## config.mk

```make
export PLATFORM = sky130hd
export DESIGN_NAME = credit_buffer_top
export DESIGN_NICKNAME = d
export VERILOG_FILES = /design/src/hdl/buf_pkg.sv /design/src/hdl/buf_cfg_regs.sv /design/src/hdl/counter_bin.sv /design/src/hdl/credit_buffer_top.sv /design/src/hdl/egress_credit_ctrl.sv /design/src/hdl/fifo_sync.sv
export VERILOG_INCLUDE_DIRS = /design/src /design/src/hdl
export SDC_FILE = /design/constraint.sdc
export NUM_CORES = 1
export LEC_CHECK = 0
export ABC_AREA = 0
export BUFFER_PORTS_ARGS = -buffer_cell sky130_fd_sc_hd__buf_2
export CORE_AREA = 3 3 99 196
export DETAILED_ROUTE_END_ITERATION = 6
export DIE_AREA = 0 0 102 199
export GPL_TIMING_DRIVEN = 0
export PLACE_DENSITY = 0.52
export RECOVER_POWER = 50
export SLEW_MARGIN = 0
export SYNTH_ARGS = -nofsm -noshare
export SYNTH_HDL_FRONTEND = slang
export SYNTH_HIERARCHICAL = 1
export SYNTH_SLANG_ARGS = --single-unit
```

## constraint.sdc

```tcl
create_clock -name clk -period 3.65 [get_ports clk]
set_input_delay 0.73 -clock clk [delete_from_list [all_inputs] [get_ports clk]]
set_output_delay 0.73 -clock clk [all_outputs]
set_load 0.03 [all_outputs]
```

## src/hdl/buf_consts.svh

```systemverilog
/* Widths, depth, credit reset value and register map of the credit buffer */

`ifndef BUF_CONSTS_SVH
`define BUF_CONSTS_SVH

// --------------------------------------------------
// Datapath
// --------------------------------------------------
`define BUF_DATA_W      16
`define BUF_DEPTH       6
// Address bits plus wrap MSB
`define BUF_PTR_W       4
// Fill level 0..depth
`define BUF_LVL_W       4
`define BUF_CRD_W       4
`define BUF_EGR_CRD_RST 2

// --------------------------------------------------
// Register map
// --------------------------------------------------
`define BUF_REG_AW      2
`define BUF_REG_CTRL    2'd0
`define BUF_REG_CREDIT  2'd1
`define BUF_REG_STATUS  2'd2

`endif

```

## src/hdl/buf_pkg.sv

```systemverilog
/* Shared vector types and packed structs of the credit buffer */

`include "buf_consts.svh"

package buf_pkg;

        // Plain vectors
        typedef logic [`BUF_DATA_W-1:0] data_t;
        typedef logic [`BUF_PTR_W-1:0]  ptr_t;
        typedef logic [`BUF_LVL_W-1:0]  level_t;
        typedef logic [`BUF_CRD_W-1:0]  credit_t;

        // One beat, payload plus last flag
        typedef struct packed {
                data_t data;
                logic  last;
        } beat_t;

        // Register block to egress controller
        typedef struct packed {
                logic    enable;
                logic    crd_load;   // single cycle
                credit_t crd_value;
        } egr_cfg_t;

        // Gathered at top, read back through STATUS
        typedef struct packed {
                level_t level;
                logic   overflow;        // pulse
                logic   credit_overrun;  // pulse
        } buf_status_t;

endpackage

```

## src/hdl/buf_cfg_regs.sv

```systemverilog
/* Control, credit allotment and status registers with sticky error bits */

`timescale 1ns/1ps

`include "buf_consts.svh"

module buf_cfg_regs (
        input  logic                     clk,
        input  logic                     rst_n,
        input  logic                     cfg_wr,
        input  logic [`BUF_REG_AW-1:0]   cfg_addr,
        input  logic [15:0]              cfg_wdata,
        output logic [15:0]              cfg_rdata,
        output buf_pkg::egr_cfg_t        egr_cfg,
        input  buf_pkg::buf_status_t     status
);

        logic             ctrl_enable;
        buf_pkg::credit_t crd_alloc;
        logic             crd_load;
        logic             sticky_ovf;
        logic             sticky_crd;
        logic             wr_ctrl;
        logic             wr_credit;
        logic             clr_sticky;

        // --------------------------------------------------
        // Write decode
        // --------------------------------------------------
        assign wr_ctrl    = cfg_wr && (cfg_addr == `BUF_REG_CTRL);
        assign wr_credit  = cfg_wr && (cfg_addr == `BUF_REG_CREDIT);
        // CTRL bit 1 is write-one-to-clear
        assign clr_sticky = wr_ctrl && cfg_wdata[1];

        always_ff @(posedge clk) begin
                if (!rst_n) begin
                        ctrl_enable <= 1'b0;
                        crd_alloc   <= buf_pkg::credit_t'(`BUF_EGR_CRD_RST);
                        crd_load    <= 1'b0;
                end else begin
                        if (wr_ctrl) begin
                                ctrl_enable <= cfg_wdata[0];
                        end
                        if (wr_credit) begin
                                crd_alloc <= cfg_wdata[`BUF_CRD_W-1:0];
                        end
                        // Load strobe lines up with the new allotment
                        crd_load <= wr_credit;
                end
        end

        // Sticky errors, a new pulse beats the clear
        always_ff @(posedge clk) begin
                if (!rst_n) begin
                        sticky_ovf <= 1'b0;
                        sticky_crd <= 1'b0;
                end else begin
                        sticky_ovf <= status.overflow | (sticky_ovf & ~clr_sticky);
                        sticky_crd <= status.credit_overrun | (sticky_crd & ~clr_sticky);
                end
        end

        assign egr_cfg.enable    = ctrl_enable;
        assign egr_cfg.crd_load  = crd_load;
        assign egr_cfg.crd_value = crd_alloc;

        // --------------------------------------------------
        // Read back
        // --------------------------------------------------
        always_comb begin
                cfg_rdata = '0;
                case (cfg_addr)
                        `BUF_REG_CTRL: cfg_rdata[0] = ctrl_enable;
                        `BUF_REG_CREDIT: cfg_rdata[`BUF_CRD_W-1:0] = crd_alloc;
                        `BUF_REG_STATUS: begin
                                cfg_rdata[3:0] = status.level;
                                cfg_rdata[4]   = sticky_ovf;
                                cfg_rdata[5]   = sticky_crd;
                        end
                        default: cfg_rdata = '0;
                endcase
        end

endmodule

```

## src/hdl/counter_bin.sv

```systemverilog
/* Binary FIFO pointer counter, wraps by clearing the low bits and toggling the MSB */

`timescale 1ns/1ps

`include "buf_consts.svh"

module counter_bin #(
        parameter int WIDTH = `BUF_PTR_W,
        parameter int MAX   = `BUF_DEPTH
) (
        input  logic         clk,
        input  logic         rst_n,
        input  logic         enable,
        output buf_pkg::ptr_t counter_bin_curr,
        output buf_pkg::ptr_t counter_bin_next
);

        // Last address before the wrap
        logic [WIDTH-2:0] last_addr;

        assign last_addr = (WIDTH-1)'(MAX - 1);

        // Next value offered combinationally
        always_comb begin
                if (!enable) begin
                        counter_bin_next = counter_bin_curr;
                end else if (counter_bin_curr[WIDTH-2:0] == last_addr) begin
                        // Wrap: flip MSB, low bits back to 0
                        counter_bin_next = {~counter_bin_curr[WIDTH-1], {(WIDTH-1){1'b0}}};
                end else begin
                        counter_bin_next = counter_bin_curr + 1'b1;
                end
        end

        always_ff @(posedge clk) begin
                if (!rst_n) begin
                        counter_bin_curr <= '0;
                end else begin
                        counter_bin_curr <= counter_bin_next;
                end
        end

endmodule

```

## src/hdl/credit_buffer_top.sv

```systemverilog
/* Credit buffer top, FIFO plus egress controller plus register block */

`timescale 1ns/1ps

`include "buf_consts.svh"

module credit_buffer_top (
        input  logic                     clk,
        input  logic                     rst_n,
        input  logic                     in_valid,
        input  buf_pkg::beat_t           in_beat,
        output logic                     in_credit,
        output logic                     out_valid,
        output buf_pkg::beat_t           out_beat,
        input  logic                     out_credit,
        input  logic                     cfg_wr,
        input  logic [`BUF_REG_AW-1:0]   cfg_addr,
        input  logic [15:0]              cfg_wdata,
        output logic [15:0]              cfg_rdata
);

        buf_pkg::beat_t       fifo_beat;
        logic                 fifo_empty;
        logic                 fifo_pop;
        buf_pkg::egr_cfg_t    egr_cfg;
        buf_pkg::buf_status_t status;

        // Ingress side, no full flag needed under credit flow
        fifo_sync u_fifo (
                .clk      (clk),
                .rst_n    (rst_n),
                .wr_en    (in_valid),
                .wr_beat  (in_beat),
                .rd_en    (fifo_pop),
                .rd_beat  (fifo_beat),
                .empty    (fifo_empty),
                .full     (),
                .level    (status.level),
                .overflow (status.overflow)
        );

        egress_credit_ctrl u_egress (
                .clk            (clk),
                .rst_n          (rst_n),
                .cfg            (egr_cfg),
                .fifo_empty     (fifo_empty),
                .fifo_beat      (fifo_beat),
                .fifo_pop       (fifo_pop),
                .out_credit     (out_credit),
                .out_valid      (out_valid),
                .out_beat       (out_beat),
                .in_credit      (in_credit),
                .credit_overrun (status.credit_overrun)
        );

        buf_cfg_regs u_regs (
                .clk       (clk),
                .rst_n     (rst_n),
                .cfg_wr    (cfg_wr),
                .cfg_addr  (cfg_addr),
                .cfg_wdata (cfg_wdata),
                .cfg_rdata (cfg_rdata),
                .egr_cfg   (egr_cfg),
                .status    (status)
        );

endmodule

```

## src/hdl/egress_credit_ctrl.sv

```systemverilog
/* Egress credit counter, pop decision, registered output beat and ingress
   credit return */

`timescale 1ns/1ps

`include "buf_consts.svh"

module egress_credit_ctrl (
        input  logic                 clk,
        input  logic                 rst_n,
        input  buf_pkg::egr_cfg_t    cfg,
        input  logic                 fifo_empty,
        input  buf_pkg::beat_t       fifo_beat,
        output logic                 fifo_pop,
        input  logic                 out_credit,
        output logic                 out_valid,
        output buf_pkg::beat_t       out_beat,
        output logic                 in_credit,
        output logic                 credit_overrun
);

        buf_pkg::credit_t crd_cnt;
        logic             crd_max;

        // --------------------------------------------------
        // Pop decision
        // --------------------------------------------------
        // Enabled, holding a credit, something queued
        assign fifo_pop = cfg.enable && (crd_cnt != '0) && !fifo_empty;

        assign crd_max = (crd_cnt == '1);

        // Grant that cannot be stored, counter already full
        assign credit_overrun = out_credit & ~fifo_pop & crd_max & ~cfg.crd_load;

        // --------------------------------------------------
        // Credit counter
        // --------------------------------------------------
        always_ff @(posedge clk) begin
                if (!rst_n) begin
                        crd_cnt <= buf_pkg::credit_t'(`BUF_EGR_CRD_RST);
                end else if (cfg.crd_load) begin
                        // Reload overrides grant and pop
                        crd_cnt <= cfg.crd_value;
                end else begin
                        case ({out_credit, fifo_pop})
                                2'b10: begin
                                        // Saturate at max
                                        if (!crd_max) begin
                                                crd_cnt <= crd_cnt + 1'b1;
                                        end
                                end
                                2'b01: crd_cnt <= crd_cnt - 1'b1;
                                // Grant and pop cancel
                                default: crd_cnt <= crd_cnt;
                        endcase
                end
        end

        // --------------------------------------------------
        // Output stage
        // --------------------------------------------------
        always_ff @(posedge clk) begin
                if (!rst_n) begin
                        out_valid <= 1'b0;
                        in_credit <= 1'b0;
                end else begin
                        out_valid <= fifo_pop;
                        // Freed entry goes back upstream with the beat
                        in_credit <= fifo_pop;
                end
        end

        // Beat payload, no reset
        always_ff @(posedge clk) begin
                if (fifo_pop) begin
                        out_beat <= fifo_beat;
                end
        end

endmodule

```

## src/hdl/fifo_sync.sv

```systemverilog
/* Synchronous beat FIFO with wrap-MSB pointers, full/empty, registered level
   and an overflow pulse */

`timescale 1ns/1ps

`include "buf_consts.svh"

module fifo_sync (
        input  logic                 clk,
        input  logic                 rst_n,
        input  logic                 wr_en,
        input  buf_pkg::beat_t       wr_beat,
        input  logic                 rd_en,
        output buf_pkg::beat_t       rd_beat,
        output logic                 empty,
        output logic                 full,
        output buf_pkg::level_t      level,
        output logic                 overflow
);

        localparam int ADDR_W = `BUF_PTR_W - 1;

        // --------------------------------------------------
        // Storage and pointers
        // --------------------------------------------------
        buf_pkg::beat_t mem [`BUF_DEPTH];

        buf_pkg::ptr_t wr_ptr;
        buf_pkg::ptr_t wr_ptr_next;
        buf_pkg::ptr_t rd_ptr;
        buf_pkg::ptr_t rd_ptr_next;
        logic          wr_accept;

        // Writes into a full FIFO are dropped
        assign wr_accept = wr_en & ~full;

        counter_bin #(
                .WIDTH (`BUF_PTR_W),
                .MAX   (`BUF_DEPTH)
        ) u_wr_ptr (
                .clk              (clk),
                .rst_n            (rst_n),
                .enable           (wr_accept),
                .counter_bin_curr (wr_ptr),
                .counter_bin_next (wr_ptr_next)
        );

        counter_bin #(
                .WIDTH (`BUF_PTR_W),
                .MAX   (`BUF_DEPTH)
        ) u_rd_ptr (
                .clk              (clk),
                .rst_n            (rst_n),
                .enable           (rd_en),
                .counter_bin_curr (rd_ptr),
                .counter_bin_next (rd_ptr_next)
        );

        // Payload array, no reset
        always_ff @(posedge clk) begin
                if (wr_accept) begin
                        mem[wr_ptr[ADDR_W-1:0]] <= wr_beat;
                end
        end

        // Read data straight from the read pointer
        assign rd_beat = mem[rd_ptr[ADDR_W-1:0]];

        // --------------------------------------------------
        // Flags
        // --------------------------------------------------
        assign empty = (wr_ptr == rd_ptr);
        assign full  = (wr_ptr[ADDR_W-1:0] == rd_ptr[ADDR_W-1:0]) &&
                       (wr_ptr[ADDR_W] != rd_ptr[ADDR_W]);

        // Beat lost on a full FIFO
        assign overflow = wr_en & full;

        // Entries between two pointers
        function automatic buf_pkg::level_t ptr_level(input buf_pkg::ptr_t wp,
                                                      input buf_pkg::ptr_t rp);
                buf_pkg::level_t wr_lo;
                buf_pkg::level_t rd_lo;
                wr_lo = buf_pkg::level_t'(wp[ADDR_W-1:0]);
                rd_lo = buf_pkg::level_t'(rp[ADDR_W-1:0]);
                // Same lap: plain difference
                if (wp[ADDR_W] == rp[ADDR_W]) begin
                        return wr_lo - rd_lo;
                end
                // Writer one lap ahead
                return buf_pkg::level_t'(`BUF_DEPTH) - rd_lo + wr_lo;
        endfunction

        // Level tracks the pointers as they land
        always_ff @(posedge clk) begin
                if (!rst_n) begin
                        level <= '0;
                end else begin
                        level <= ptr_level(wr_ptr_next, rd_ptr_next);
                end
        end

endmodule

```

### Yosys cells after proc, flatten, opt, wreduce, memory -nomap -nowiden

Memories as Yosys holds them, arrays and structs flattened. A register that Yosys moved wholly into a read port is not among the register bits.
Cells that the tools add are included.

* add/subtract/negate cells: 7
* reduce and logical (&&, ||, !) cells: 11
* equality and inequality tests: 12
* bitwise logic cells: 15
* muxes and demuxes: 16

Operators with widths (number)
* 4-bit 2-to-1 mux: 8
* 4-bit by 1-bit adder with 4-bit output (second input constant): 3
* 4-bit case mux with 2 select lines: 1
* 1-bit bitwise AND: 7
* 3-bit equality test (second input constant): 2
* 1-bit logical AND: 6
* 1-bit NOT: 6
* 3-bit case mux with 2 select lines: 1
* 4-bit by 3-bit adder with 4-bit output: 1
* 2-bit by 1-bit equality test with 1-bit output (second input constant): 2
* 2-bit equality test (second input constant): 2
* 4-bit equality test: 1
* 4-bit equality test (second input constant): 1
* 1-bit 2-to-1 mux: 4
* 4-bit nonzero test: 1
* 3-bit by 3-bit subtractor with 4-bit output: 1
* 3-bit by 3-bit subtractor with 4-bit output (first input constant): 1
* 4-bit by 1-bit subtractor with 4-bit output (second input constant): 1
* 3-bit equality test: 1
* 3-bit by 2-bit inequality test with 1-bit output (second input constant): 1
* 1-bit case mux with 3 select lines: 1
* 3-bit nonzero test: 1
* 2-bit logical NOT: 1
* 2-bit 2-to-1 mux: 1
* other kinds (5): 6

* output and inout bits: 35
* memories kept: 1
* word-level logic and storage cells: 72
* flip-flop bits (word level): 25
* bits in writable memories: 102
* input bits: 40

Memory list
* u_fifo.mem: depth 6, bits a word 17, read ports 1, clocked after Yosys merged registers in 1, wr ports 1, line fifo_sync.sv:26 `` buf_pkg::beat_t mem [`BUF_DEPTH]; ``

### Logic depth before layout (Yosys ltp)

* word-level depth: 9
* gate-level depth with buffers: 14
* depth with buffers taken out: 13

### Modules after synthesis

Netlist, hierarchy kept.

Modules (own cells, without submodules)
* fifo_sync: cells each 215, seq. area each 3143.0 um^2, times used 1, area each 4406.7 um^2
* egress_credit_ctrl: cells each 67, seq. area each 610.6 um^2, times used 1, area each 932.1 um^2
* buf_cfg_regs: cells each 61, seq. area each 160.2 um^2, times used 1, area each 549.3 um^2
* counter_bin: cells each 19, seq. area each 80.1 um^2, times used 2, area each 193.9 um^2

### Worst setup path before layout

Ideal clock, no wire load.

* path kind: reg2reg
* start point: reg u_fifo.u_rd_ptr.counter_bin_curr[0]
* end point: reg u_fifo.level[3]
* stages on the path, launching flop included: 15
* library setup time: 0.116 ns
* path buffers: 1
* data arrival time: 3.930 ns
* period minus slack after synthesis: 4.046 ns
* path slack: -0.396 ns
* data required time: 3.534 ns
* path through: dfxtp_1 > buf_4 > xor2_1 > nor4b_1 > nand2b_4 > nor2_1 > a21boi_0 > or2_1 > ha_1 > inv_1 > ha_1 > fa_1 > xnor2_1 > nor3b_1 > a41o_1

* elaborated cells on any way between the ends: 20
* those cells by class: add/sub (4); eq/ne (4); mux (7); bitwise (2); reduce/logical (3)

RTL lines
* from (decl): line counter_bin.sv:14 `output buf_pkg::ptr_t counter_bin_curr,`
* from (signal assigned): line counter_bin.sv:39 `counter_bin_curr <= counter_bin_next;`
* 4-bit equality test (*): line fifo_sync.sv:72 `assign empty = (wr_ptr == rd_ptr);`
* named net fifo_empty: line credit_buffer_top.sv:23 `logic fifo_empty;`
* 1-bit logical NOT (*): line egress_credit_ctrl.sv:29 `assign fifo_pop = cfg.enable && (crd_cnt != '0) && !fifo_empty;`
* 1-bit logical AND (*): line egress_credit_ctrl.sv:29
* named net fifo_pop: line credit_buffer_top.sv:24 `logic fifo_pop;`
* 4-bit 2-to-1 mux (*): line counter_bin.sv:25 `if (!enable) begin`
* named net u_fifo.rd_ptr_next[1]: line fifo_sync.sv:31 `buf_pkg::ptr_t rd_ptr_next;`
* 3-bit by 3-bit subtractor with 4-bit output (on tied branches): line fifo_sync.sv:91, fifo_sync.sv:88
* 4-bit by 3-bit adder with 4-bit output or 4-bit 2-to-1 mux (tied branches): line fifo_sync.sv:91, fifo_sync.sv:87
* 4-bit 2-to-1 mux (*): line fifo_sync.sv:91 `` return buf_pkg::level_t'(`BUF_DEPTH) - rd_lo + wr_lo; ``
* to (signal assigned): line fifo_sync.sv:99 `level <= ptr_level(wr_ptr_next, rd_ptr_next);`
* to (decl): line fifo_sync.sv:17 `output buf_pkg::level_t level,`

Mark *: on every way through the listed nets, which the timed path passes. The rest lies on a longest branch. The select of a mux whose other input is x is not followed.
A chain may end at the register's enable or synchronous reset.

### Final worst setup path

* start point: reg u_egress.crd_cnt[1]
* end point: reg u_fifo.level[3]

* elaborated cells on any way between the ends: 12
* those cells by class: add/sub (3); eq/ne (1); mux (5); reduce/logical (3)

RTL lines
* from (decl): line egress_credit_ctrl.sv:22 `buf_pkg::credit_t crd_cnt;`
* from (signal assigned): line egress_credit_ctrl.sv:41 `` crd_cnt <= buf_pkg::credit_t'(`BUF_EGR_CRD_RST); ``
* from (signal assigned): line egress_credit_ctrl.sv:44 `crd_cnt <= cfg.crd_value;`
* from (signal assigned): line egress_credit_ctrl.sv:50 `crd_cnt <= crd_cnt + 1'b1;`
* 4-bit nonzero test (*): line egress_credit_ctrl.sv:29
* 1-bit logical AND (*) (2 in a row): line egress_credit_ctrl.sv:29
* named net fifo_pop: line credit_buffer_top.sv:24
* 4-bit 2-to-1 mux (*): line counter_bin.sv:25
* named net u_fifo.rd_ptr_next[2]: line fifo_sync.sv:31
* 3-bit by 3-bit subtractor with 4-bit output (on tied branches): line fifo_sync.sv:91, fifo_sync.sv:88
* 4-bit by 3-bit adder with 4-bit output or 4-bit 2-to-1 mux (tied branches): line fifo_sync.sv:91, fifo_sync.sv:87
* 4-bit 2-to-1 mux (*): line fifo_sync.sv:91

Marks and branches as above.

==> impl_metrics.json <==
{
  "grt_pass1_wl_mm": 20.7,
  "cts_buffers": 17,
  "synth_edf_count": 119,
  "crit_slowest_cell": "nor4_1",
  "crit_path_max_incr_delay_ns": 0.88,
  "power_density_mw_per_mm2": 496,
  "viasPerCell": 4.95,
  "ys_async_sr_fraction_pct": 0,
  "crit_fanout": 7,
  "clock_sinks": 144,
  "wl_per_cell_um": 18.6,
  "setup_ws_ns": 0.200,
  "cts_tree": "done",
  "hold_depth": 2,
  "status": "complete, no violations",
  "reg2reg_slack_ns": 0.20,
  "cp_data_required_time_ns": 3.95,
  "syn_area_per_cell_um2": 16.5,
  "seq_area_mm2": 0.00408,
  "hp-class": "register to register",
  "clk_pin_slew_worst_paths_ns": 0.06,
  "grt_max_degree": 25,
  "arrival_ns": 3.75,
  "fin_crit_sh_pct": 94.5,
  "firstDrtPassIters": 4,
  "clk-insertion-delay-late_ns": 0.41,
  "rr_endpoint": "u_fifo/level[3]",
  "h-tree-depth": 4,
  "drtIter0Drc": 121,
  "placed_cell_area_mm2": 0.00701,
  "fillers": 1704,
  "reg2reg_depth": 11,
  "fp.dieW_um": 102,
  "worstMarginPinSlew_ns": 1.00,
  "die-area_mm2": 0.0203,
  "synth_area_mm2": 0.00628,
  "path_cells": "nor4_1, nor2_4, buf_4, and4b_1, or2_1, ha_1, inv_1, fa_1, xnor2_1, nor3b_1, a41o_1",
  "drc": 0,
  "hp-start": "u_fifo/u_rd_ptr/counter_bin_curr[3]",
  "p_leak_nw": 2.71,
  "utilization_pct": 41.2,
  "cts_buffer_depth": 2,
  "die_y_um": 199,
  "setup_viol": 0,
  "slew-limit-headroom_pct": 32.7,
  "antenna_found_initial": 0,
  "synthToLayoutAreaGrowth_pct": 19.7,
  "coreArea_mm2": 0.0182,
  "ys_seq_area_share_pct": 64.9,
  "rows": 70,
  "fin_skew_ns": 0.00651,
  "yosys_warnings": 6,
  "ios": 75,
  "fin_area_mm2": 0.00751,
  "rsz0062_at_grt": "no",
  "ys_ff_latch": 144,
  "hold_violations": 0,
  "multi_input_comb_area_mm2": 0.00197,
  "timing.rr.start": "u_egress/crd_cnt[1]",
  "via_count": 3502,
  "timing.final.crit_period_ns": 3.45,
  "overflow": 0,
  "drtAntennaViolNets": 0,
  "fmax_mhz": 290,
  "mostFrequentLayoutCells": "edfxtp_1, clkbuf_1, mux2_1",
  "cts-root-buf": "clkbuf_16",
  "ys.flop_type": "edfxtp_1",
  "critPathKind": "register to register",
  "hpwl_mm": 9.19,
  "drv_cap": 0,
  "nets": 535,
  "numPortBuffers": 52,
  "critPathLaunchType": "register",
  "synth.distinct_cells": 56,
  "diodes": 0,
  "layout-drive-gt1-share_pct": 24.8,
  "gr-usage-all-layers_pct": 13.9,
  "crit_path_end_kind": "register",
  "dp_slack_ns": -0.433,
  "mostFrequentLayoutCell": "edfxtp_1",
  "gp_congestion": 0.790,
  "start_util_pct": 34.5,
  "syn_inst": 381,
  "wl_mm": 13.2,
  "holdPathEnd": "u_fifo/u_rd_ptr/counter_bin_curr[3]",
  "grt_pass1_vias": 3738,
  "peakVddDrop_uv": 429,
  "final_max_slew_viol_count": 0
}
area by class of cell:
| class | instances | share of cell area, % |
|---|---|---|
| Sequential cell | 144 | 54.3 |
| Multi-Input combinational cell | 201 | 26.2 |
| Clock buffer | 19 | 5.76 |
| Timing Repair Buffer | 69 | 4.98 |
| Tap cell | 216 | 3.60 |
| Buffer | 25 | 2.56 |
| Clock inverter | 12 | 1.58 |
| Inverter | 21 | 1.05 |
critical path: cells and delay by family (launching register included):
family	cells	cell delay (ns)
AND/OR/NAND/NOR	5	1.52
XOR/XNOR	1	0.17
AO/OA/AOI/OAI	1	0.22
adder cells (fa/ha/maj)	2	0.77
buffers and inverters	2	0.26
flip-flops	1	0.38
cell families after synthesis:
family / count (synthesis) / synth area share [%]
simple gates: 66 / 6.80
compound gates: 42 / 5.26
flops: 144 / 64.9
xor+xnor: 12 / 1.67
other cells: 1 / 0.0598
fa+ha+maj: 16 / 3.55
buf+inv: 46 / 4.47
mux: 54 / 13.3
per-stage QoR:
step | std cells | TNS [ns] | hold WS [ns] | power [mW]
5_1_grt | 707 | 0 | 0.558 | 3.88
2_1_floorplan | 390 | 0 | 0.463 | 2.05
3_3_place_gp | 658 | -83.15 | 0.496 | 2.13
4_1_cts | 707 | 0 | 0.520 | 3.79
3_5_place_dp | 670 | -0.690 | 0.510 | 2.15
6_report | 707 | 0 | 0.516 | 3.73
metal layers:
metal,GRT usage (%),wire length [um],up-vias
met2,25.6,7530,67
met5,0,0,-
met3,4.21,483,19
li1,-,-,1637
met1,14.2,4820,1779
met4,6.08,354,0
registers in the layout, indices dropped and copies added, names as in the netlist:
signal and cells:
u_fifo/level 4, u_regs/sticky_crd 1, u_regs/crd_load 1, u_egress/out_beat 17, u_regs/sticky_ovf 1, u_regs/crd_alloc 4
u_fifo/mem 102, u_fifo/u_wr_ptr/counter_bin_curr 4, u_egress/in_credit 1, u_egress/crd_cnt 4, u_regs/ctrl_enable 1, u_fifo/u_rd_ptr/counter_bin_curr 4
power breakdown:
| group | total (mW) | internal, mW | switching [mW] |
|---|---|---|---|
| logic | 0.245 | 0.106 | 0.139 |
| clock network | 1.62 | 0.993 | 0.631 |
| registers | 1.86 | 1.83 | 0.0242 |
how the worst max path moves through the flow:
stage	startpoint	end	slack, ns	cells past startpoint
5_1_grt	u_fifo/u_rd_ptr/counter_bin_curr[2]	u_fifo/level[3]	0.02	14
3_3_place_gp	u_fifo/u_rd_ptr/counter_bin_curr[0]	u_fifo/mem[2][11]	-1.34	4
3_5_place_dp	u_fifo/u_rd_ptr/counter_bin_curr[0]	u_fifo/level[3]	-0.43	14
4_1_cts	u_fifo/u_rd_ptr/counter_bin_curr[0]	u_fifo/level[3]	0.06	14
6_report	u_egress/crd_cnt[1]	u_fifo/level[3]	0.20	11
2_1_floorplan	u_fifo/u_rd_ptr/counter_bin_curr[0]	u_fifo/level[3]	0.006	14
Yosys cell counts, drive strengths merged (3+ instances only):
cell type | instances | area [um^2]
dfxtp | 25 | 500
inv | 21 | 78.8
and2 | 6 | 37.5
mux2i | 3 | 30.0
fa | 3 | 60.1
and3 | 4 | 26.3
nand3 | 7 | 35.0
mux4 | 17 | 383
o21a | 4 | 30.0
a21bo | 4 | 40.0
nand4 | 3 | 18.8
xnor2 | 6 | 52.6
nor3 | 5 | 25.0
edfxtp | 119 | 3570
buf | 23 | 194
or2 | 4 | 25.0
mux2 | 34 | 420
nor2b | 7 | 43.8
a22oi | 3 | 22.5
nand2 | 7 | 26.3
a21oi | 8 | 40.0
nor4 | 5 | 46.3
o21ai | 3 | 15.0
xor2 | 6 | 52.6
ha | 13 | 163
nand2b | 7 | 51.3
a21boi | 5 | 41.3
what timing repair did:
item,in CTS,in global routing
buffers inserted,5,0
pin swaps,2,0
hold buffers,0,0
cloned,1,0
endpoints found under the setup margin,2,1
gates resized for setup,1,5
Note: power is estimated with default switching activity, not from simulation.
